$ cat src/hdl/gbe_cpu_pkg.sv
`default_nettype none

package gbe_cpu_pkg;

  // address windows, 14-bit byte addresses
  localparam logic [13:0] REGS_BASE  = 14'h0000;
  localparam logic [13:0] REGS_HIGH  = 14'h07FF;
  localparam logic [13:0] TXBUF_BASE = 14'h1000;
  localparam logic [13:0] TXBUF_HIGH = 14'h17FF;
  localparam logic [13:0] RXBUF_BASE = 14'h2000;
  localparam logic [13:0] RXBUF_HIGH = 14'h27FF;
  localparam logic [13:0] ARP_BASE   = 14'h3000;
  localparam logic [13:0] ARP_HIGH   = 14'h37FF;

  // register word indices
  localparam logic [3:0] REG_MAC_HI      = 4'd0;
  localparam logic [3:0] REG_MAC_LO      = 4'd1;
  localparam logic [3:0] REG_GATEWAY     = 4'd3;
  localparam logic [3:0] REG_IPADDR      = 4'd4;
  localparam logic [3:0] REG_BUF_SIZES   = 4'd6;
  localparam logic [3:0] REG_PORTS       = 4'd8;
  localparam logic [3:0] REG_CAPS        = 4'd9;
  localparam logic [3:0] REG_PHY_STATUS  = 4'd10;
  localparam logic [3:0] REG_PHY_CONTROL = 4'd11;

  localparam logic [47:0] RST_MAC         = 48'hffff_ffff_ffff;
  localparam logic [31:0] RST_IP          = 32'hffff_ffff;
  localparam logic [15:0] RST_PORT        = 16'hffff;
  localparam logic [7:0]  RST_GATEWAY     = 8'd0;
  localparam logic        RST_ENABLE      = 1'b0;
  localparam logic        RST_PROMISC     = 1'b0;
  localparam logic [31:0] RST_PHY_CONTROL = 32'd0;

  localparam logic CAP_TX = 1'b1;
  localparam logic CAP_RX = 1'b1;

  localparam int ARP_DEPTH   = 256;
  localparam int ARP_WIDTH   = 48;
  localparam int TXBUF_DEPTH = 512;
  localparam int TXBUF_WIDTH = 32;

  // offset inside a 2 KB window
  typedef union packed {
    struct packed {
      logic [4:0] unused;
      logic [3:0] idx;
      logic [1:0] byte_off;
    } reg_view;
    struct packed {
      logic [8:0] word;
      logic [1:0] byte_off;
    } buf_view;
    struct packed {
      logic [7:0] entry;
      logic       half;  // 1 selects entry bits 31:0
      logic [1:0] byte_off;
    } arp_view;
  } gbe_cpu_offset_u;

  typedef struct packed {
    logic regs;
    logic txbuf;
    logic rxbuf;
    logic arp;
  } gbe_cpu_region_t;

  typedef struct packed {
    logic            trans;
    logic            we;
    logic [3:0]      sel;
    gbe_cpu_region_t region;
    gbe_cpu_offset_u offset;
    logic [31:0]     din;
  } gbe_cpu_req_t;

  typedef struct packed {
    logic [47:0] mac;
    logic [31:0] ip;
    logic [7:0]  gateway;
    logic [15:0] port;
    logic        enable;
    logic        promisc;
    logic [31:0] phy_control;
  } gbe_cpu_cfg_t;

  // replace the selected byte lanes of old_word
  function automatic logic [31:0] lane_merge(input logic [31:0] old_word,
                                             input logic [31:0] new_word,
                                             input logic [3:0]  sel);
    logic [31:0] res;
    res = old_word;
    for (int i = 0; i < 4; i++) begin
      if (sel[i]) begin
        res[8*i +: 8] = new_word[8*i +: 8];
      end
    end
    return res;
  endfunction

endpackage

`default_nettype wire

$ cat src/hdl/gbe_cpu_regs.sv
`timescale 1ns/1ps
`default_nettype none

module gbe_cpu_regs (
  input  wire                       cpu_clk,
  input  wire                       cpu_rst,
  input  gbe_cpu_pkg::gbe_cpu_req_t req_i,
  input  wire                       rx_ready_i,
  input  wire [11:0]                rx_size_i,
  input  wire                       tx_done_i,
  output gbe_cpu_pkg::gbe_cpu_cfg_t cfg_o,
  output logic [11:0]               tx_size_o,
  output logic                      tx_ready_o,
  output logic                      rx_ack_o,
  output logic [12:0]               rx_size_o
);

  import gbe_cpu_pkg::*;

  gbe_cpu_cfg_t cfg_q;
  logic         reg_write;
  logic [3:0]   idx;
  logic [3:0]   sel;
  logic [31:0]  din;

  assign reg_write = req_i.trans && req_i.we && req_i.region.regs;
  assign idx       = req_i.offset.reg_view.idx;
  assign sel       = req_i.sel;
  assign din       = req_i.din;
  assign cfg_o     = cfg_q;

  always_ff @(posedge cpu_clk) begin
    if (cpu_rst) begin
      cfg_q.mac         <= RST_MAC;
      cfg_q.ip          <= RST_IP;
      cfg_q.gateway     <= RST_GATEWAY;
      cfg_q.port        <= RST_PORT;
      cfg_q.enable      <= RST_ENABLE;
      cfg_q.promisc     <= RST_PROMISC;
      cfg_q.phy_control <= RST_PHY_CONTROL;
    end else if (reg_write) begin
      case (idx)
        REG_MAC_HI: begin
          if (sel[0]) begin
            cfg_q.mac[39:32] <= din[7:0];
          end
          if (sel[1]) begin
            cfg_q.mac[47:40] <= din[15:8];
          end
        end
        REG_MAC_LO: begin
          cfg_q.mac[31:0] <= lane_merge(cfg_q.mac[31:0], din, sel);
        end
        REG_GATEWAY: begin
          if (sel[0]) begin
            cfg_q.gateway <= din[7:0];
          end
        end
        REG_IPADDR: begin
          cfg_q.ip <= lane_merge(cfg_q.ip, din, sel);
        end
        REG_PORTS: begin
          if (sel[0]) begin
            cfg_q.port[7:0] <= din[7:0];
          end
          if (sel[1]) begin
            cfg_q.port[15:8] <= din[15:8];
          end
          if (sel[2]) begin
            cfg_q.enable <= din[16];
          end
          if (sel[3]) begin
            cfg_q.promisc <= din[24];
          end
        end
        REG_PHY_CONTROL: begin
          cfg_q.phy_control <= lane_merge(cfg_q.phy_control, din, sel);
        end
        default: begin
        end
      endcase
    end
  end

  // buffer handshakes, later assignments win
  always_ff @(posedge cpu_clk) begin
    if (cpu_rst) begin
      tx_size_o  <= 12'd0;
      tx_ready_o <= 1'b0;
      rx_size_o  <= 13'd0;
      rx_ack_o   <= 1'b0;
    end else begin
      // packet sent, hand the buffer back
      if (tx_done_i) begin
        tx_size_o  <= 12'd0;
        tx_ready_o <= 1'b0;
      end

      // buffer empty, ask the engine for the next packet
      if (rx_size_o == 13'd0 && rx_ready_i) begin
        rx_ack_o <= 1'b1;
      end
      if (rx_ready_i && rx_ack_o) begin
        rx_size_o <= {1'b0, rx_size_i} + 13'd1;
        rx_ack_o  <= 1'b0;
      end

      if (reg_write && idx == REG_BUF_SIZES) begin
        if (sel[0] && din[12:0] == 13'd0) begin
          rx_size_o <= 13'd0;
        end
        if (sel[2]) begin
          tx_size_o[7:0] <= din[23:16];
          tx_ready_o     <= 1'b1;
        end
        if (sel[3]) begin
          tx_size_o[11:8] <= din[27:24];
        end
      end
    end
  end

endmodule

`default_nettype wire

$ cat config.mk
export PLATFORM = sky130hd
export DESIGN_NAME = gbe_cpu_regs
export DESIGN_NICKNAME = d
export VERILOG_FILES = /design/src/hdl/gbe_cpu_pkg.sv /design/src/hdl/gbe_cpu_regs.sv
export SDC_FILE = /design/constraint.sdc
export NUM_CORES = 1
export LEC_CHECK = 0
export ABC_AREA = 1
export BUFFER_PORTS_ARGS = -buffer_cell sky130_fd_sc_hd__buf_2
export CAP_MARGIN = 15
export CORE_ASPECT_RATIO = 0.6
export CORE_MARGIN = 5
export CORE_UTILIZATION = 44
export DETAILED_ROUTE_END_ITERATION = 16
export GPL_TIMING_DRIVEN = 0
export PLACE_DENSITY_LB_ADDON = 0.3
export SYNTH_ARGS = -nofsm -noshare
export SYNTH_HDL_FRONTEND = slang
export SYNTH_SLANG_ARGS = --single-unit
$ cat constraint.sdc
create_clock -name cpu_clk -period 2.4 [get_ports cpu_clk]
set_input_delay 0.12 -clock cpu_clk [delete_from_list [all_inputs] [get_ports cpu_clk]]
set_output_delay 0.12 -clock cpu_clk [all_outputs]
set_load 0.02 [all_outputs]
; ---- Yosys cells after proc, flatten, opt, wreduce, memory -nomap -nowiden
; Cells that the tools add are included.
[word_totals]
regBits = 165
output_inout_bits = 165
[classes]
n_mux = 10
addsub = 1
eq_ne = 6
n_reduce_logical = 29
[ops]
columns = cell, n
row1 = AND reduction 3 bit, 19
row2 = two-way mux 13 bit, 3
row3 = zero test 13 bit, 2
row4 = two-way mux 12 bit, 2
row5 = adder 12 x 1 -> 13 bit (second input constant), 1
row6 = == test 4 x 3 -> 1 bit (second input constant), 2
row7 = == test 4 bit (second input constant), 2
row8 = two-way mux 8 bit, 1
row9 = logical AND 1 bit, 6
row10 = == test 4 x 1 -> 1 bit (second input constant), 1
row11 = == test 4 x 2 -> 1 bit (second input constant), 1
row12 = zero test 4 bit, 1
row13 = two-way mux 4 bit, 1
row14 = two-way mux 1 bit, 3
row15 = OR reduction 2 bit, 1

; ---- Longest topological paths before layout
[depth]
ltp_word = 4
ltp_mapped = 9
mapped_depth_nobuf = 9

; ---- Worst setup path before layout
; Ideal clock, no wire load.
[synth_path]
path_kind = register to register
startpoint = reg rx_ack_o
endpoint = reg rx_size_o[1]
path_stages_with_launch = 5
setup_slack_ps = 1291
arrival_ps = 991
period_less_slack_ps = 1109
required_ps = 2282
cell_sequence = dfxtp_1 nand2_1 clkbuf_1 o21ai_0 nor2_1
[synth_via]
elab_chain_cells = 4
[synth_rtl]
columns = item, line_no
row1 = from (decl), gbe_cpu_regs.sv:14  ; output logic rx_ack_o,
row2 = from (signal assigned), gbe_cpu_regs.sv:91  ; rx_ack_o <= 1'b0;
row3 = from (signal assigned), gbe_cpu_regs.sv:101  ; rx_ack_o <= 1'b1;
row4 = from (signal assigned), gbe_cpu_regs.sv:105  ; rx_ack_o <= 1'b0;
row5 = logical AND 1 bit *, gbe_cpu_regs.sv:103  ; if (rx_ready_i && rx_ack_o) begin
row6 = two-way mux 13 bit *, gbe_cpu_regs.sv:103
row7 = two-way mux 13 bit, gbe_cpu_regs.sv:109  ; if (sel[0] && din[12:0] == 13'd0) begin
row8 = two-way mux 13 bit *, gbe_cpu_regs.sv:108  ; if (reg_write && idx == REG_BUF_SIZES) begin
row9 = to (signal assigned), gbe_cpu_regs.sv:104  ; rx_size_o <= {1'b0, rx_size_i} + 13'd1;
row10 = to (decl), gbe_cpu_regs.sv:15  ; output logic [12:0] rx_size_o
; Mark *: on every way between the ends. The rest lies on a longest branch, timed or not.
; A chain may end at the register's enable or synchronous reset.

; ---- Final worst setup path
[layout_path]
startpoint = in req_i[11] (netlist bit)
endpoint = reg rx_size_o[2]
[layout_via]
elab_chain_cells = 4
[layout_rtl]
columns = item, line_no
row1 = from (decl), gbe_cpu_regs.sv:7  ; input gbe_cpu_pkg::gbe_cpu_req_t req_i,
row2 = zero test 13 bit, gbe_cpu_regs.sv:109
row3 = logical AND 1 bit, gbe_cpu_regs.sv:109
row4 = two-way mux 13 bit, gbe_cpu_regs.sv:109
row5 = two-way mux 13 bit, gbe_cpu_regs.sv:108
; No other way between the ends.

==> results.sh <==
export IMPL_fin_tns_setup_ps=0
export IMPL_drc=0
export IMPL_p_int_mw=4.75
export IMPL_p_seq_share_pct=44.6
export IMPL_power_share_switching_pct=24.7
export IMPL_drt_pass1_iter_count=5
export IMPL_arrival_ps=1870
export IMPL_vias=6517
export IMPL_startpoint="req_i[11]"
export IMPL_viasPerCell=5.00
export IMPL_critPathMaxFanout=8
export IMPL_critPathRequiredTime_ps=2690
export IMPL_hpwlAfterDp_mm=15.8
export IMPL_numCtsBuffers=17
export IMPL_slew_viol_final=0
export IMPL_min_period_over_period_pct=65.8
export IMPL_gp_congestion=0.859
export IMPL_placed_cells=1255
export IMPL_critPathKind="primary input to register"
export IMPL_skew_ps=7.22
export IMPL_postRouteAntennaNets=0
export IMPL_htree_levels=4
export IMPL_whs_ps=15.9
export IMPL_reg2regPathDepth=5
export IMPL_die_w_um=165
export IMPL_fin_crit_ps=1580
export IMPL_grt_pass1_wl_mm=32.5
export IMPL_grt_max_degree=17
export IMPL_outcome="finished, final reports clean"
export IMPL_setup_viol=0
export IMPL_drtIter0Drc=581
export IMPL_finalNonFillerCells=1304
export IMPL_p_switching_mw=1.56
export IMPL_antennaDiodeCount=0
export IMPL_antenna_found_initial=0
export IMPL_worstHoldStart="tx_done_i"
export IMPL_yosysTopAreaCellShare_pct=52.1
export IMPL_dieArea_um2=17000
export IMPL_drv_cap=0
export IMPL_p_comb_share_pct=8.6
export IMPL_cts_tree="built"
export IMPL_crit_cells=8
export IMPL_hold_viol_final=0
export IMPL_whs_path_depth=4
export IMPL_rsz0062_at_grt="false"
export IMPL_crit_chain="dlygate4sd3_1 -> buf_2 -> inv_1 -> nand3_1 -> nor2_1 -> nand3_1 -> nand2_1 -> a21oi_1"
export IMPL_hp_class="primary input to register"
export IMPL_rows=34
export IMPL_clock_root_buffer="clkbuf_16"
export IMPL_r2r_start="rx_ack_o$_SDFFE_PP0P_"
export IMPL_netlist_area_um2=6340
export IMPL_portBuffers=222
export IMPL_clkTransAtPathRegs_ps=70
export IMPL_pwr_density_cell_nw_per_um2=742
export IMPL_io_pins=234
export IMPL_ir_worst_vdd_v=0.000485
export IMPL_tightest_slew_ps=756
export IMPL_start_util_pct=44.3
export IMPL_syn_to_final_growth_pct=34.2
export IMPL_slowest_delay_ps=530
export IMPL_grt_overflow=0
export IMPL_yosys_area_top_type="dfxtp_1"
export IMPL_fin_ws_ps=821
export IMPL_clock_fmax_mhz=633
export IMPL_synth_ff_latch_count=165
export IMPL_track_usage_pct=24.7
export IMPL_syn_inst=835
export IMPL_power_frac_clock_pct=46.8
export IMPL_postSynthAreaPerCell_um2=7.59
export IMPL_fillCellCount=1358
export IMPL_ys_seq_area_share_pct=52.1
export IMPL_critPathTopFamily="simple AND/OR/NAND/NOR gates"
export IMPL_cts_sinks=165
export IMPL_critPathBufInv=3
export IMPL_startpoint_type="primary input"
export IMPL_cp_slowest_cell="dlygate4sd3_1"
export IMPL_core_area_um2=14300
export IMPL_cts_path_max_buffers=2
export IMPL_synth_fp_nets=905
export IMPL_finalCoreUtilization_pct=59.5
export IMPL_fp_dieH_um=103
export IMPL_maxSlewHeadroom_pct=49.6
export IMPL_leakage_nw=4.16
export IMPL_cts_resized=0
export IMPL_synthTopCellsByArea="dfxtp_1 (52%), nand2_1 (16%), nand3_1 (11%), a21oi_1 (5.2%), nor2_1 (2.8%)"
export IMPL_critPathMostFrequentCell="nand3_1"
export IMPL_synth_warnings=0
export IMPL_drt_wl_total_mm=21.4
export IMPL_drive_gt1_share_pct=26.4
export IMPL_pre_cts_slack_ps=723
export IMPL_wl_per_cell_um=16.4
export IMPL_yosys_cell_types_count=22
export IMPL_grt_pass1_vias=6014
export IMPL_layout_nets=1163
export IMPL_cp_end_kind="register"
export IMPL_insertion_delay_ps=410
power groups by stage:
stage	sequential, mW	combinational (mW)	clock (mW)
global route	2.82	0.598	3.11
global placement	2.87	0.515	0
floorplan	2.93	0.231	0
detailed placement	2.88	0.515	0
CTS	2.81	0.540	2.98
finish	2.81	0.542	2.95
through the flow:
| stage | power (mW) | instance area, µm² |
|---|---|---|
| after detailed placement | 3.39 | 7700 |
| after global placement | 3.39 | 7700 |
| final | 6.31 | 8500 |
| after CTS | 6.34 | 8500 |
| after global routing | 6.53 | 8500 |
| after floorplan | 3.16 | 6340 |
cell usage after synthesis (all sizes together):
cell and count:
inv 53, nor2 53, xor2 1, buf 17, dfxtp 165, nand2 278
xnor2 1, o211ai 24, o21ai 16, or2 1, ha 1, clkbuf 19
nor3 3, nand3 135, a21oi 66, nand4 2
layout make-up:
cell class,count,area [µm²],share of cell area [%]
clock inverters,13,195,2.30
flip-flops and latches,165,3300,38.8
plain buffers,36,191,2.25
repair buffers,239,1280,15.1
inverters,53,199,2.34
clock buffers,19,443,5.21
well taps,198,248,2.91
multi-input cells,581,2640,31.1
state kept, by name, indices dropped and copies added, names as in the netlist:
name        cells
rx_size_o      13
rx_ack_o        1
tx_size_o      12
tx_ready_o      1
cfg_o         138
final timing paths:
path,end,slack [ps]
min,tx_ready_o$_SDFF_PP0_,20
max,rx_size_o[2]$_SDFF_PP0_,820
min reg2reg,cfg_o[84]$_SDFFE_PP1P_,460
max reg2reg,rx_size_o[7]$_SDFF_PP0_,1200
cells by family after synthesis:
group                    Yosys count  share of synthesized area (%)
buffers and inverters             89                           6.16
AND/OR/NAND/NOR                  472                           31.9
XOR/XNOR                           2                          0.276
AO/OA/AOI/OAI                    106                           9.32
adder cells (fa/ha/maj)            1                          0.197
flip-flops                       165                           52.1
per-layer routing:
layer / GRT usage, % / part of all wire [%] / wire length (µm) / vias to the layer above
met3: 7.23 / 10 / 2170 / 16
met4: 4.86 / 0.88 / 189 / 0
met2: 36.6 / 42 / 8950 / 279
met5: 0 / 0 / 0 / -
met1: 35.8 / 47 / 10100 / 2978
li1: - / - / - / 3244
layout by cell type, fill, tap and decap left out, types with 2 or more instances in the layout:
cell type and count:
bufinv_16 4, nor2_2 3, inv_2 7, nor3_4 3, nand2_2 6, dlygate4sd3_1 17
nand3_1 135, nor2_4 2, nand2_1 272, clkbuf_16 17, dfxtp_1 165, nor2_1 48
buf_2 231, nand4_1 2, inv_1 46, clkinv_4 2, a21oi_1 66, buf_6 4
clkinvlp_4 2, clkbuf_1 20, o211ai_1 24, buf_4 4, inv_6 3, o21ai_0 16
worst min-delay path, cell delays in order:
cell     delay, ps
buf_2           70
inv_1           60
nand2_1         60
a21oi_1         70
repair_timing:
item,4_1_cts,5_1_grt
setup endpoints to repair,0,0
buffers inserted,0,0
endpoints found under the hold margin,30,0
hold buffers,17,0
(Power assumes the default switching activity.)
