[src/hdl/gbe_cpu_pkg.sv]
`default_nettype none

package gbe_cpu_pkg;

  // address windows, 14-bit byte addresses
  localparam logic [13:0] REGS_BASE  = 14'h0000;
  localparam logic [13:0] REGS_HIGH  = 14'h07FF;
  localparam logic [13:0] TXBUF_BASE = 14'h1000;
  localparam logic [13:0] TXBUF_HIGH = 14'h17FF;
  localparam logic [13:0] RXBUF_BASE = 14'h2000;
  localparam logic [13:0] RXBUF_HIGH = 14'h27FF;
  localparam logic [13:0] ARP_BASE   = 14'h3000;
  localparam logic [13:0] ARP_HIGH   = 14'h37FF;

  // register word indices
  localparam logic [3:0] REG_MAC_HI      = 4'd0;
  localparam logic [3:0] REG_MAC_LO      = 4'd1;
  localparam logic [3:0] REG_GATEWAY     = 4'd3;
  localparam logic [3:0] REG_IPADDR      = 4'd4;
  localparam logic [3:0] REG_BUF_SIZES   = 4'd6;
  localparam logic [3:0] REG_PORTS       = 4'd8;
  localparam logic [3:0] REG_CAPS        = 4'd9;
  localparam logic [3:0] REG_PHY_STATUS  = 4'd10;
  localparam logic [3:0] REG_PHY_CONTROL = 4'd11;

  localparam logic [47:0] RST_MAC         = 48'hffff_ffff_ffff;
  localparam logic [31:0] RST_IP          = 32'hffff_ffff;
  localparam logic [15:0] RST_PORT        = 16'hffff;
  localparam logic [7:0]  RST_GATEWAY     = 8'd0;
  localparam logic        RST_ENABLE      = 1'b0;
  localparam logic        RST_PROMISC     = 1'b0;
  localparam logic [31:0] RST_PHY_CONTROL = 32'd0;

  localparam logic CAP_TX = 1'b1;
  localparam logic CAP_RX = 1'b1;

  localparam int ARP_DEPTH   = 256;
  localparam int ARP_WIDTH   = 48;
  localparam int TXBUF_DEPTH = 512;
  localparam int TXBUF_WIDTH = 32;

  // offset inside a 2 KB window
  typedef union packed {
    struct packed {
      logic [4:0] unused;
      logic [3:0] idx;
      logic [1:0] byte_off;
    } reg_view;
    struct packed {
      logic [8:0] word;
      logic [1:0] byte_off;
    } buf_view;
    struct packed {
      logic [7:0] entry;
      logic       half;  // 1 selects entry bits 31:0
      logic [1:0] byte_off;
    } arp_view;
  } gbe_cpu_offset_u;

  typedef struct packed {
    logic regs;
    logic txbuf;
    logic rxbuf;
    logic arp;
  } gbe_cpu_region_t;

  typedef struct packed {
    logic            trans;
    logic            we;
    logic [3:0]      sel;
    gbe_cpu_region_t region;
    gbe_cpu_offset_u offset;
    logic [31:0]     din;
  } gbe_cpu_req_t;

  typedef struct packed {
    logic [47:0] mac;
    logic [31:0] ip;
    logic [7:0]  gateway;
    logic [15:0] port;
    logic        enable;
    logic        promisc;
    logic [31:0] phy_control;
  } gbe_cpu_cfg_t;

  // replace the selected byte lanes of old_word
  function automatic logic [31:0] lane_merge(input logic [31:0] old_word,
                                             input logic [31:0] new_word,
                                             input logic [3:0]  sel);
    logic [31:0] res;
    res = old_word;
    for (int i = 0; i < 4; i++) begin
      if (sel[i]) begin
        res[8*i +: 8] = new_word[8*i +: 8];
      end
    end
    return res;
  endfunction

endpackage

`default_nettype wire

[src/hdl/gbe_cpu_bus_decode.sv]
`timescale 1ns/1ps
`default_nettype none

module gbe_cpu_bus_decode (
  input  wire                       cpu_clk,
  input  wire                       cpu_rst,
  input  wire                       wb_cyc_i,
  input  wire                       wb_stb_i,
  input  wire                       wb_we_i,
  input  wire [13:0]                wb_adr_i,
  input  wire [3:0]                 wb_sel_i,
  input  wire [31:0]                wb_dat_i,
  output gbe_cpu_pkg::gbe_cpu_req_t req_o,
  output logic                      wait_phase_o,
  output logic                      wb_ack_o
);

  import gbe_cpu_pkg::*;

  gbe_cpu_region_t region;
  logic            trans;
  logic            mem_write;

  always_comb begin
    region.regs  = (wb_adr_i >= REGS_BASE) && (wb_adr_i <= REGS_HIGH);
    region.txbuf = (wb_adr_i >= TXBUF_BASE) && (wb_adr_i <= TXBUF_HIGH);
    region.rxbuf = (wb_adr_i >= RXBUF_BASE) && (wb_adr_i <= RXBUF_HIGH);
    region.arp   = (wb_adr_i >= ARP_BASE) && (wb_adr_i <= ARP_HIGH);
  end

  // no new transaction while ack or the wait state is pending
  assign trans     = wb_cyc_i && wb_stb_i && !wb_ack_o && !wait_phase_o;
  assign mem_write = wb_we_i && (region.arp || region.txbuf);

  always_comb begin
    req_o.trans  = trans;
    req_o.we     = wb_we_i;
    req_o.sel    = wb_sel_i;
    req_o.region = region;
    req_o.offset = wb_adr_i[10:0];
    req_o.din    = wb_dat_i;
  end

  // memory writes take one extra cycle for the read-modify-write
  always_ff @(posedge cpu_clk) begin
    if (cpu_rst) begin
      wait_phase_o <= 1'b0;
      wb_ack_o     <= 1'b0;
    end else begin
      wait_phase_o <= trans && mem_write;
      wb_ack_o     <= (trans && !mem_write) || wait_phase_o;
    end
  end

endmodule

`default_nettype wire

[config.mk]
export PLATFORM = sky130hd
export DESIGN_NAME = gbe_cpu_bus_decode
export DESIGN_NICKNAME = d
export VERILOG_FILES = /design/src/hdl/gbe_cpu_pkg.sv /design/src/hdl/gbe_cpu_bus_decode.sv
export SDC_FILE = /design/constraint.sdc
export NUM_CORES = 1
export LEC_CHECK = 0
export BUFFER_PORTS_ARGS = -buffer_cell sky130_fd_sc_hd__buf_2
export CELL_PAD_IN_SITES_DETAIL_PLACEMENT = 0
export CELL_PAD_IN_SITES_GLOBAL_PLACEMENT = 1
export CORE_MARGIN = 1.5
export CORE_UTILIZATION = 12
export CTS_CLUSTER_SIZE = 25
export DETAILED_ROUTE_END_ITERATION = 6
export PLACE_DENSITY = 0.8
export SLEW_MARGIN = 0
export SYNTH_ARGS = -nofsm -noshare
export SYNTH_HDL_FRONTEND = slang
export SYNTH_SLANG_ARGS = --single-unit
export TNS_END_PERCENT = 1
[constraint.sdc]
create_clock -name cpu_clk -period 0.9 [get_ports cpu_clk]
set_input_delay 0.09 -clock cpu_clk [delete_from_list [all_inputs] [get_ports cpu_clk]]
set_output_delay 0.09 -clock cpu_clk [all_outputs]
set_load 0.05 [all_outputs]
Word level (Yosys, flattened, before mapping)
Index checks and enable logic that the tools add are counted.
Cells by class
  reductions and logical operators: 15
  order comparisons: 8
Operators by type and width (number)
  $ge 14x14->1 const B: 2
  $le 14x14->1 const B: 2
  $ge 14x1->1 const B: 1
  $ge 14x13->1 const B: 1
  $le 14x11->1 const B: 1
  $le 14x13->1 const B: 1
  $logic_and 1x1->1: 10
  $logic_not 1->1: 3
  $logic_or 1x1->1: 2
Storage, ports and cells
  register bits: 2

Longest topological paths before layout
Gate-level depths: netlist (run 1).
  depth after elaboration: 7
  mapped depth: 3

Worst setup path before layout (run 1)
OpenSTA, ideal clock, no wires.
  path kind: input to output
  start: in wb_adr_i[11]
  end: out req_o[44] (netlist name)
  required time: 0.810 ns
  setup slack: -0.438 ns
  arrival time: 1.248 ns
  stages on the path: 1
  path through: nor3b_1
Between the ends
  longest elaborated chain between the ends: 2
  elaborated cells on any way between the ends: 3
  those cells by class: order compare: 2; reduce/logical: 1
RTL lines
  start: declaration: line gbe_cpu_bus_decode.sv:10  | input wire [13:0] wb_adr_i,
  $ge 14x14->1 or $le 14x14->1 (tied branches): line gbe_cpu_bus_decode.sv:27  | region.rxbuf = (wb_adr_i >= RXBUF_BASE) && (wb_adr_i <= RXBUF_HIGH);
  $logic_and 1x1->1 (*): line gbe_cpu_bus_decode.sv:27
  end: declaration: line gbe_cpu_bus_decode.sv:13  | output gbe_cpu_pkg::gbe_cpu_req_t req_o,
Mark *: on every way between the ends. The rest lies on a longest branch, timed or not.

==> metrics.yaml, run 1 <==
status: "complete, but fails checks"
violations: "negative setup slack"
skew_ns: 0.00250
grt_usage_pct: 3.49
drc: 0
place.port_buffers: 15
rows: 23
fin_nets: 91
grt_pass1_wl_um: 1120
syn_nets: 117
setup_viol: 4
synthAdderAreaFrac_pct: 0
setup_tns_ns: -0.325
power.leakage_nw: 0.157
hold_end: "wait_phase_o"
insertion_delay_ns: 0.21
tightestPinTransition_ns: 0.250
die_area_um2: 4500
period_minus_slack_ns: 1.04
grt_max_degree: 7
num_vias: 217
worstSetupEndpointType: "output pin"
grt_busiest_layer: "met4"
num_io_pins: 110
syn-instance-count: 62
crit_type: "flip-flop to output pin"
whs_ns: 0.0773
drive_above_1_share_pct: 73.5
ys_ff_latch: 2
ir_drop_v: 0.000199
synth_warnings: 0
yosysTopAreaCell: "buf_4"
cp-start-kind: "flip-flop"
first_global_vias: 232
hold_viol: 0
place_ws_ns: -0.0126
finalWorstSetupSlack_ns: -0.144
final_area_um2: 353
synth_top_family_by_area: "buffers and inverters"
die_x_um: 67.1
fmax_ghz: 0.957
power_w: 0.000565
postSynthAreaPerCell_um2: 7.95
synth_top_cell_area_share_pct: 74.6
rsz0062_at_grt: "true"
antenna_found_initial: 0
dpl.hpwl_um: 592
finalMaxSlewViolations: 0
viasPerCell: 2.58
drv_cap: 0
power.density_nw_per_um2: 1600
numCtsBuffers: 3
gp_congestion: 0.511
relSlewSlack_pct: 83.5
layout_common_cells: "12 x buf_2, 3 x clkbuf_8, 3 x buf_4"
die_h_um: 67.1
synth_mux_area_share_pct: 0
start_util_pct: 12.4
fin_crit_sh_pct: 116
place_area_um2: 283
grtUsageMet2_pct: 3.96
reg2reg_to: "wb_ack_o"
crit_arrival_ns: 0.95
mostFrequentLayoutCell: "buf_2"
core_um2: 3970
cts_sinks: 2
wl_per_cell_um: 9.75
synth-compound-area-share_pct: 2.54
drtIter0Drc: 6
synthTopCellsByArea: "buf_4 75%, dfxtp_1 8.1%, nor3b_1 3.0%, a211oi_2 2.5%, and4bb_1 2.5%"
worstPathRequired_ns: 0.81
ant_nets: 0
wl_um: 819
h-tree-depth: 1
synth.distinct_cells: 10
hold_depth: 2
synth-xor-area-share_pct: 0
rrSetupSlack_ns: -0.08
n_antenna_cell: 0
gr-usage-met3_pct: 3.21
dr.pass1.iters: 2
met1_usage_pct: 3.21
fillers: 467
path_clk_slew_ns: 0.03
yosys.area_share.simple_pct: 13.2
area_delta_synth_final_pct: -28.4
hp-class: "primary input to flip-flop"
hp-start: "cpu_rst"
ctsRootBufferMaster: "clkbuf_8"
overflow: 0
rr_worst_depth: 4
syn-cell-area_um2: 493
cts_max_path_buffers: 2
critPathMaxFanout: 2
cts_tree: "built"
seq_area_frac_synth_pct: 8.12
rr_startpoint: "wait_phase_o"
registers in the layout (all words and copies together), names as in the netlist:
name	cells
wb_ack_o	1
wait_phase_o	1
worst max-delay path, stage by stage (launching register included):
cell and delay [ns]:
dfxtp_2 0.30, nand4bb_1 0.20, inv_1 0.09, buf_6 0.15
how the worst max path moves through the flow:
stage | startpoint | to | slack [ns] | cells after the start
6_report | wait_phase_o | req_o[52] | -0.14 | 3
5_1_grt | wait_phase_o | req_o[52] | -0.21 | 3
4_1_cts | wb_ack_o | req_o[52] | -0.15 | 3
3_5_place_dp | wait_phase_o | wb_ack_o | -0.01 | 3
3_3_place_gp | wait_phase_o | wb_ack_o | 0.0006 | 3
2_1_floorplan | wb_adr_i[11] | req_o[45] | -0.44 | 1
routing by layer:
metal	up-vias	routed length, µm	part of all wire [%]
met5	-	0	0
met4	0	31	3.8
met3	10	168	21
met2	29	348	42
met1	87	270	33
li1	91	-	-
cell type report:
| cell class | count | area [µm²] | area share (%) |
|---|---|---|---|
| timing repair buffer | 18 | 113 | 31.9 |
| clock buffer | 3 | 41.3 | 11.7 |
| tap | 50 | 62.6 | 17.7 |
| sequential | 2 | 41.3 | 11.7 |
| inverter | 2 | 7.51 | 2.13 |
| multi-input combinational | 9 | 87.6 | 24.8 |
synthesized netlist by cell type:
cell,count
buf_4,49
nor3b_1,2
and4bb_1,1
and3b_1,1
a211oi_2,1
nor3_1,2
nand3b_1,1
dfxtp_1,2
inv_1,2
nand4bb_1,1
metrics by stage:
step                      utilization, %  std cells
after floorplan                        -         62
after global placement              7.12         80
after detailed placement            7.12         80
after CTS                           8.48         83
after global routing                8.88         84
final                               8.88         84
cells by family after synthesis:
group | Yosys count
and+or+nand+nor | 8
DFF | 2
buffers and inverters | 51
AOI/OAI and AO/OA | 1
where the power goes:
part / switching [W] / internal [W] / total [W]
clock: 0.0000670 / 0.000282 / 0.000349
combinational: 0.0000814 / 0.0000410 / 0.000122
sequential: 0.00000121 / 0.0000920 / 0.0000932
total: 0.000150 / 0.000415 / 0.000565
what timing repair did:
item                                    CTS  global route
endpoints found under the setup margin    3             4
resized for setup                         4             3
pin swaps                                 1             2
buffers inserted                          0             1
hold endpoints to repair                  0             0
hold buffers                              0             0
No activity file was read; power rests on OpenSTA's default activity.
==> run 2, diff against run 1 <==
==> constraint.sdc (replaced) <==
create_clock -name cpu_clk -period 0.9 [get_ports cpu_clk]
set_input_delay 0.045 -clock cpu_clk [delete_from_list [all_inputs] [get_ports cpu_clk]]
set_output_delay 0.045 -clock cpu_clk [all_outputs]
set_load 0.05 [all_outputs]
==> metrics.yaml, run 2 (synthesis results as in run 1) <==
power.leakage_nw: 0.147  # -6.5%
antenna_found_initial: 0  # unchanged
finalMaxSlewViolations: 0  # unchanged
crit_arrival_ns: 0.94  # about the same
reg_top3: "wait_phase_o: 1 flops, wb_ack_o: 1 flops"
h-tree-depth: 1  # unchanged
fmax_ghz: 1.02  # +6.3%
cts_max_path_buffers: 2  # unchanged
mostFrequentLayoutCell: "buf_2"
ir_drop_v: 0.000180  # -9.4%
worstSetupEndpointType: "output pin"
rsz0062_at_grt: "true"
layout_common_cells: "14 x buf_2, 3 x clkbuf_8"
cts_sinks: 2  # unchanged
final_util_pct: 8.79  # -0.095 points
crit_type: "flip-flop to output pin"
start_util_pct: 12.4  # unchanged
fillers: 470  # +0.64%
power_w: 0.000576  # +1.9%
gp_congestion: 0.510  # -0.20%
period_minus_slack_ns: 0.982  # -0.0621 ns
worstPathRequired_ns: 0.85  # +0.04 ns
place.port_buffers: 15  # unchanged
tightestPinTransition_ns: 0.250  # +0.000642 ns
overflow: 0  # unchanged
setup_viol: 2  # -2
cp-start-kind: "flip-flop"
cts_tree: "built"
ant_nets: 0  # unchanged
dr.pass1.iters: 2  # unchanged
insertion_delay_ns: 0.21  # about the same
grt_pass1_wl_um: 1080  # -3.6%
wl_um: 783  # -4.4%
grt_max_degree: 7  # unchanged
die_x_um: 67.1  # unchanged
num_vias: 217  # unchanged
area_delta_synth_final_pct: -29.2
die_area_um2: 4500  # unchanged
viasPerCell: 2.65  # +2.4%
drv_cap: 0  # unchanged
rows: 23  # unchanged
first_global_vias: 211  # -9.1%
finalWorstSetupSlack_ns: -0.0824  # +0.0621 ns
numCtsBuffers: 3  # unchanged
skew_ns: 0.00321  # +0.000706 ns
fin_nets: 89  # -2.2%
status: "complete, but fails checks"
drtIter0Drc: 22  # +16
path_clk_slew_ns: 0.03  # about the same
relSlewSlack_pct: 83.4  # about the same
die_h_um: 67.1  # unchanged
grt_usage_pct: 3.60  # +0.10 points
drive_above_1_share_pct: 78.1  # +4.6 points
violations: "negative setup slack"
n_antenna_cell: 0  # unchanged
ctsRootBufferMaster: "clkbuf_8"
num_io_pins: 110  # unchanged
critPathMaxFanout: 2  # unchanged
hp-class: "primary input to flip-flop"
power.density_nw_per_um2: 1650  # +3.0%
hold_viol: 0  # unchanged
fin_crit_sh_pct: 109  # -6.9 points
drc: 0  # unchanged
wl_per_cell_um: 9.55  # -2.1%
core_um2: 3970  # unchanged
## run 2: cell count changes in the layout (fill, tap and decap cells not counted), sizes merged
| cell | delta |
|---|---|
| clkbuf | -1 |
| buf | -1 |
## run 2: stage by stage
step / worst slack [ns] / hold WS (ns) / TNS (ns) / std cells / area (µm²)
after detailed placement: -0.0424 / 0.0903 / -0.0424 / 78 / 268
after floorplan: -0.348 / 0.110 / -1.29 / 62 / 498
after global placement: -0.0318 / 0.0903 / -0.0318 / 78 / 268
after global routing: -0.128 / 0.0242 / -0.213 / 82 / 349
final: -0.0824 / 0.0200 / -0.122 / 82 / 349
after CTS: -0.0786 / 0.0114 / -0.117 / 82 / 344
## run 2: area by class of cell
| cell class | count | area [µm²] | area share, % |
|---|---|---|---|
| multi-input cells | 9 | 104 | 29.7 |
| repair buffers | 16 | 92.6 | 26.5 |
| well taps | 50 | 62.6 | 17.9 |
| flip-flops and latches | 2 | 41.3 | 11.8 |
| clock buffers | 3 | 41.3 | 11.8 |
| inverters | 2 | 7.51 | 2.15 |
## run 2: worst max-delay path: stages, from the launching register on
cell	delay [ns]
dfxtp_1	0.30
nand4bb_4	0.22
inv_2	0.07
buf_8	0.14
## run 2: timing repair
item	4_1_cts	5_1_grt
gates resized for setup	6	1
endpoints found under the setup margin	1	3
pin swaps	1	1
setup buffers	1	0
hold buffers	0	0
## run 2: routing by layer
metal	vias to the layer above	part of all wire (%)	track usage, %
li1	87	-	-
met4	0	5.9	5.10
met5	-	0	0
met2	27	41	3.84
met3	12	22	3.89
met1	91	31	2.91
## run 2: power breakdown
group	internal (W)	leakage, nW	switching, W
sequential	0.0000920	0.0168	0.00000132
combinational	0.0000452	0.108	0.0000843
clock	0.000283	0.0216	0.0000704
## run 2: path summary, 6_finish.rpt
kind                  end  slack, ns  cells after the start    startpoint
max             req_o[52]      -0.08                      3      wb_ack_o
min          wait_phase_o       0.02                      2       cpu_rst
max reg2reg      wb_ack_o      -0.04                      3      wb_ack_o
min reg2reg      wb_ack_o       0.48                      2  wait_phase_o
==> run 3, diff against run 2 <==
--- a/config.mk
+++ b/config.mk
@@ -12,7 +12,7 @@
 export CORE_UTILIZATION = 12
 export CTS_CLUSTER_SIZE = 25
 export DETAILED_ROUTE_END_ITERATION = 6
-export PLACE_DENSITY = 0.8
+export PLACE_DENSITY_LB_ADDON = 0.1
 export SLEW_MARGIN = 0
 export SYNTH_ARGS = -nofsm -noshare
 export SYNTH_HDL_FRONTEND = slang
==> metrics.yaml, run 3 (synthesis results as in run 1) <==
violations: "negative setup slack"
power.leakage_nw: 0.153  # +3.9%
cts_sinks: 2  # unchanged
fin_nets: 90  # +1.1%
skew_ns: 0.00168  # -0.00152 ns
layout_common_cells: "14 x buf_2, 3 x clkbuf_8, 2 x buf_4"
worstSetupEndpointType: "output pin"
hold_viol: 0  # unchanged
start_util_pct: 12.4  # unchanged
p_comb_share_pct: 22.5  # about the same
ir_drop_v: 0.000200  # +11%
ctsRootBufferMaster: "clkbuf_8"
cts_hold_buf: 0  # unchanged
path_clk_slew_ns: 0.03  # about the same
power_frac_seq_pct: 16.2  # about the same
drc: 0  # unchanged
grt_max_degree: 7  # unchanged
met1_usage_pct: 3.81  # +0.90 points
grt_usage_pct: 3.53  # -0.070 points
cp-start-kind: "flip-flop"
instances_no_fill: 83  # +1.2%
critPathMaxFanout: 2  # unchanged
drive_above_1_share_pct: 78.8  # +0.66 points
place_inst: 79  # +1.3%
gr-usage-met3_pct: 2.70  # -1.2 points
numCtsBuffers: 3  # unchanged
h-tree-depth: 1  # unchanged
period_minus_slack_ns: 0.986  # +0.00405 ns
tightestPinTransition_ns: 0.251  # +0.000191 ns
power.density_nw_per_um2: 1620  # -1.9%
overflow: 0  # unchanged
first_global_vias: 227  # +7.6%
viasPerCell: 2.82  # +6.5%
die_x_um: 67.1  # unchanged
fmax_ghz: 1.01  # -0.41%
setup_viol: 2  # unchanged
num_vias: 234  # +7.8%
rsz0062_at_grt: "true"
grt_pass1_wl_um: 1070  # -1.3%
gp_congestion: 0.577  # +13%
dr.pass1.iters: 3  # +1
crit_arrival_ns: 0.94  # about the same
n_antenna_cell: 0  # unchanged
die_h_um: 67.1  # unchanged
drtIter0Drc: 4  # -82%
wl_per_cell_um: 9.22  # -3.5%
rows: 23  # unchanged
crit_type: "flip-flop to output pin"
area_delta_synth_final_pct: -27.7
core_um2: 3970  # unchanged
status: "complete, but fails checks"
place.port_buffers: 15  # unchanged
worstPathRequired_ns: 0.85  # about the same
final_util_pct: 8.98  # +0.19 points
internal-power_w: 0.000420  # +0.11%
switching_share_pct: 27.2  # +0.067 points
relSlewSlack_pct: 83.4  # about the same
hp-class: "primary input to flip-flop"
antenna_found_initial: 0  # unchanged
switchingPower_w: 0.000157  # +0.45%
power_w: 0.000577  # +0.21%
insertion_delay_ns: 0.21  # about the same
cts_max_path_buffers: 2  # unchanged
finalWorstSetupSlack_ns: -0.0864  # -0.00405 ns
grtUsageMet2_pct: 3.47  # -0.37 points
fin_crit_sh_pct: 110  # +0.45 points
num_io_pins: 110  # unchanged
drv_cap: 0  # unchanged
wl_um: 765  # -2.3%
finalMaxSlewViolations: 0  # unchanged
grt_busiest_layer: "met4"
clkPwrFrac_pct: 61.3  # about the same
cts_tree: "built"
die_area_um2: 4500  # unchanged
ant_nets: 0  # unchanged
mostFrequentLayoutCell: "buf_2"
reg_top3: "wait_phase_o: 1 flops, wb_ack_o: 1 flops"
[run 3: stage by stage]
step | hold WS [ns] | worst slack (ns) | instance area (µm²) | setup TNS [ns]
after floorplan | 0.110 | -0.348 | 498 | -1.29
after global placement | 0.0903 | -0.0618 | 275 | -0.108
after detailed placement | 0.0903 | -0.0465 | 275 | -0.0816
after CTS | 0.0206 | -0.0888 | 355 | -0.159
after global routing | 0.0263 | -0.120 | 357 | -0.245
final | 0.0216 | -0.0864 | 357 | -0.116
[run 3: metal layers]
metal | wire length [µm] | vias to the layer above
met5 | 0 | -
met4 | 38 | 0
met3 | 158 | 7
met2 | 266 | 36
met1 | 302 | 100
li1 | - | 91
[run 3: layout make-up]
type	instances	area, µm²
Tap cell	50	62.6
Inverter	2	7.51
Timing Repair Buffer	17	100
Multi-Input combinational cell	9	104
Clock buffer	3	41.3
Sequential cell	2	41.3
Fill cell	473	3610
[run 3: final timing paths]
| kind | from | depth (start not counted) | slack, ns | endpoint |
|---|---|---|---|---|
| setup reg to reg | wb_ack_o | 3 | -0.03 | wb_ack_o |
| setup / recovery | wb_ack_o | 3 | -0.09 | req_o[52] |
| hold reg to reg | wait_phase_o | 3 | 0.61 | wb_ack_o |
| hold / removal | cpu_rst | 2 | 0.02 | wait_phase_o |
[run 3: worst max-delay path, cell delays in order (launching register included)]
cell	delay [ns]
dfxtp_1	0.30
nand4bb_4	0.22
inv_2	0.08
buf_8	0.14
[run 3: power groups by stage]
stage	clock network, W	registers, W	logic (W)
6_report	0.000354	0.0000933	0.000130
5_1_grt	0.000372	0.0000936	0.000139
2_1_floorplan	0	0.000103	0.000631
4_1_cts	0.000366	0.0000932	0.000131
3_5_place_dp	0	0.0000940	0.000112
3_3_place_gp	0	0.0000942	0.000115
[run 3: what timing repair did]
item | in CTS | in global routing
pin swaps | 1 | 1
hold endpoints to repair | 0 | 0
gates resized for setup | 6 | 1
endpoints found under the setup margin | 2 | 4
buffers inserted | 1 | 0
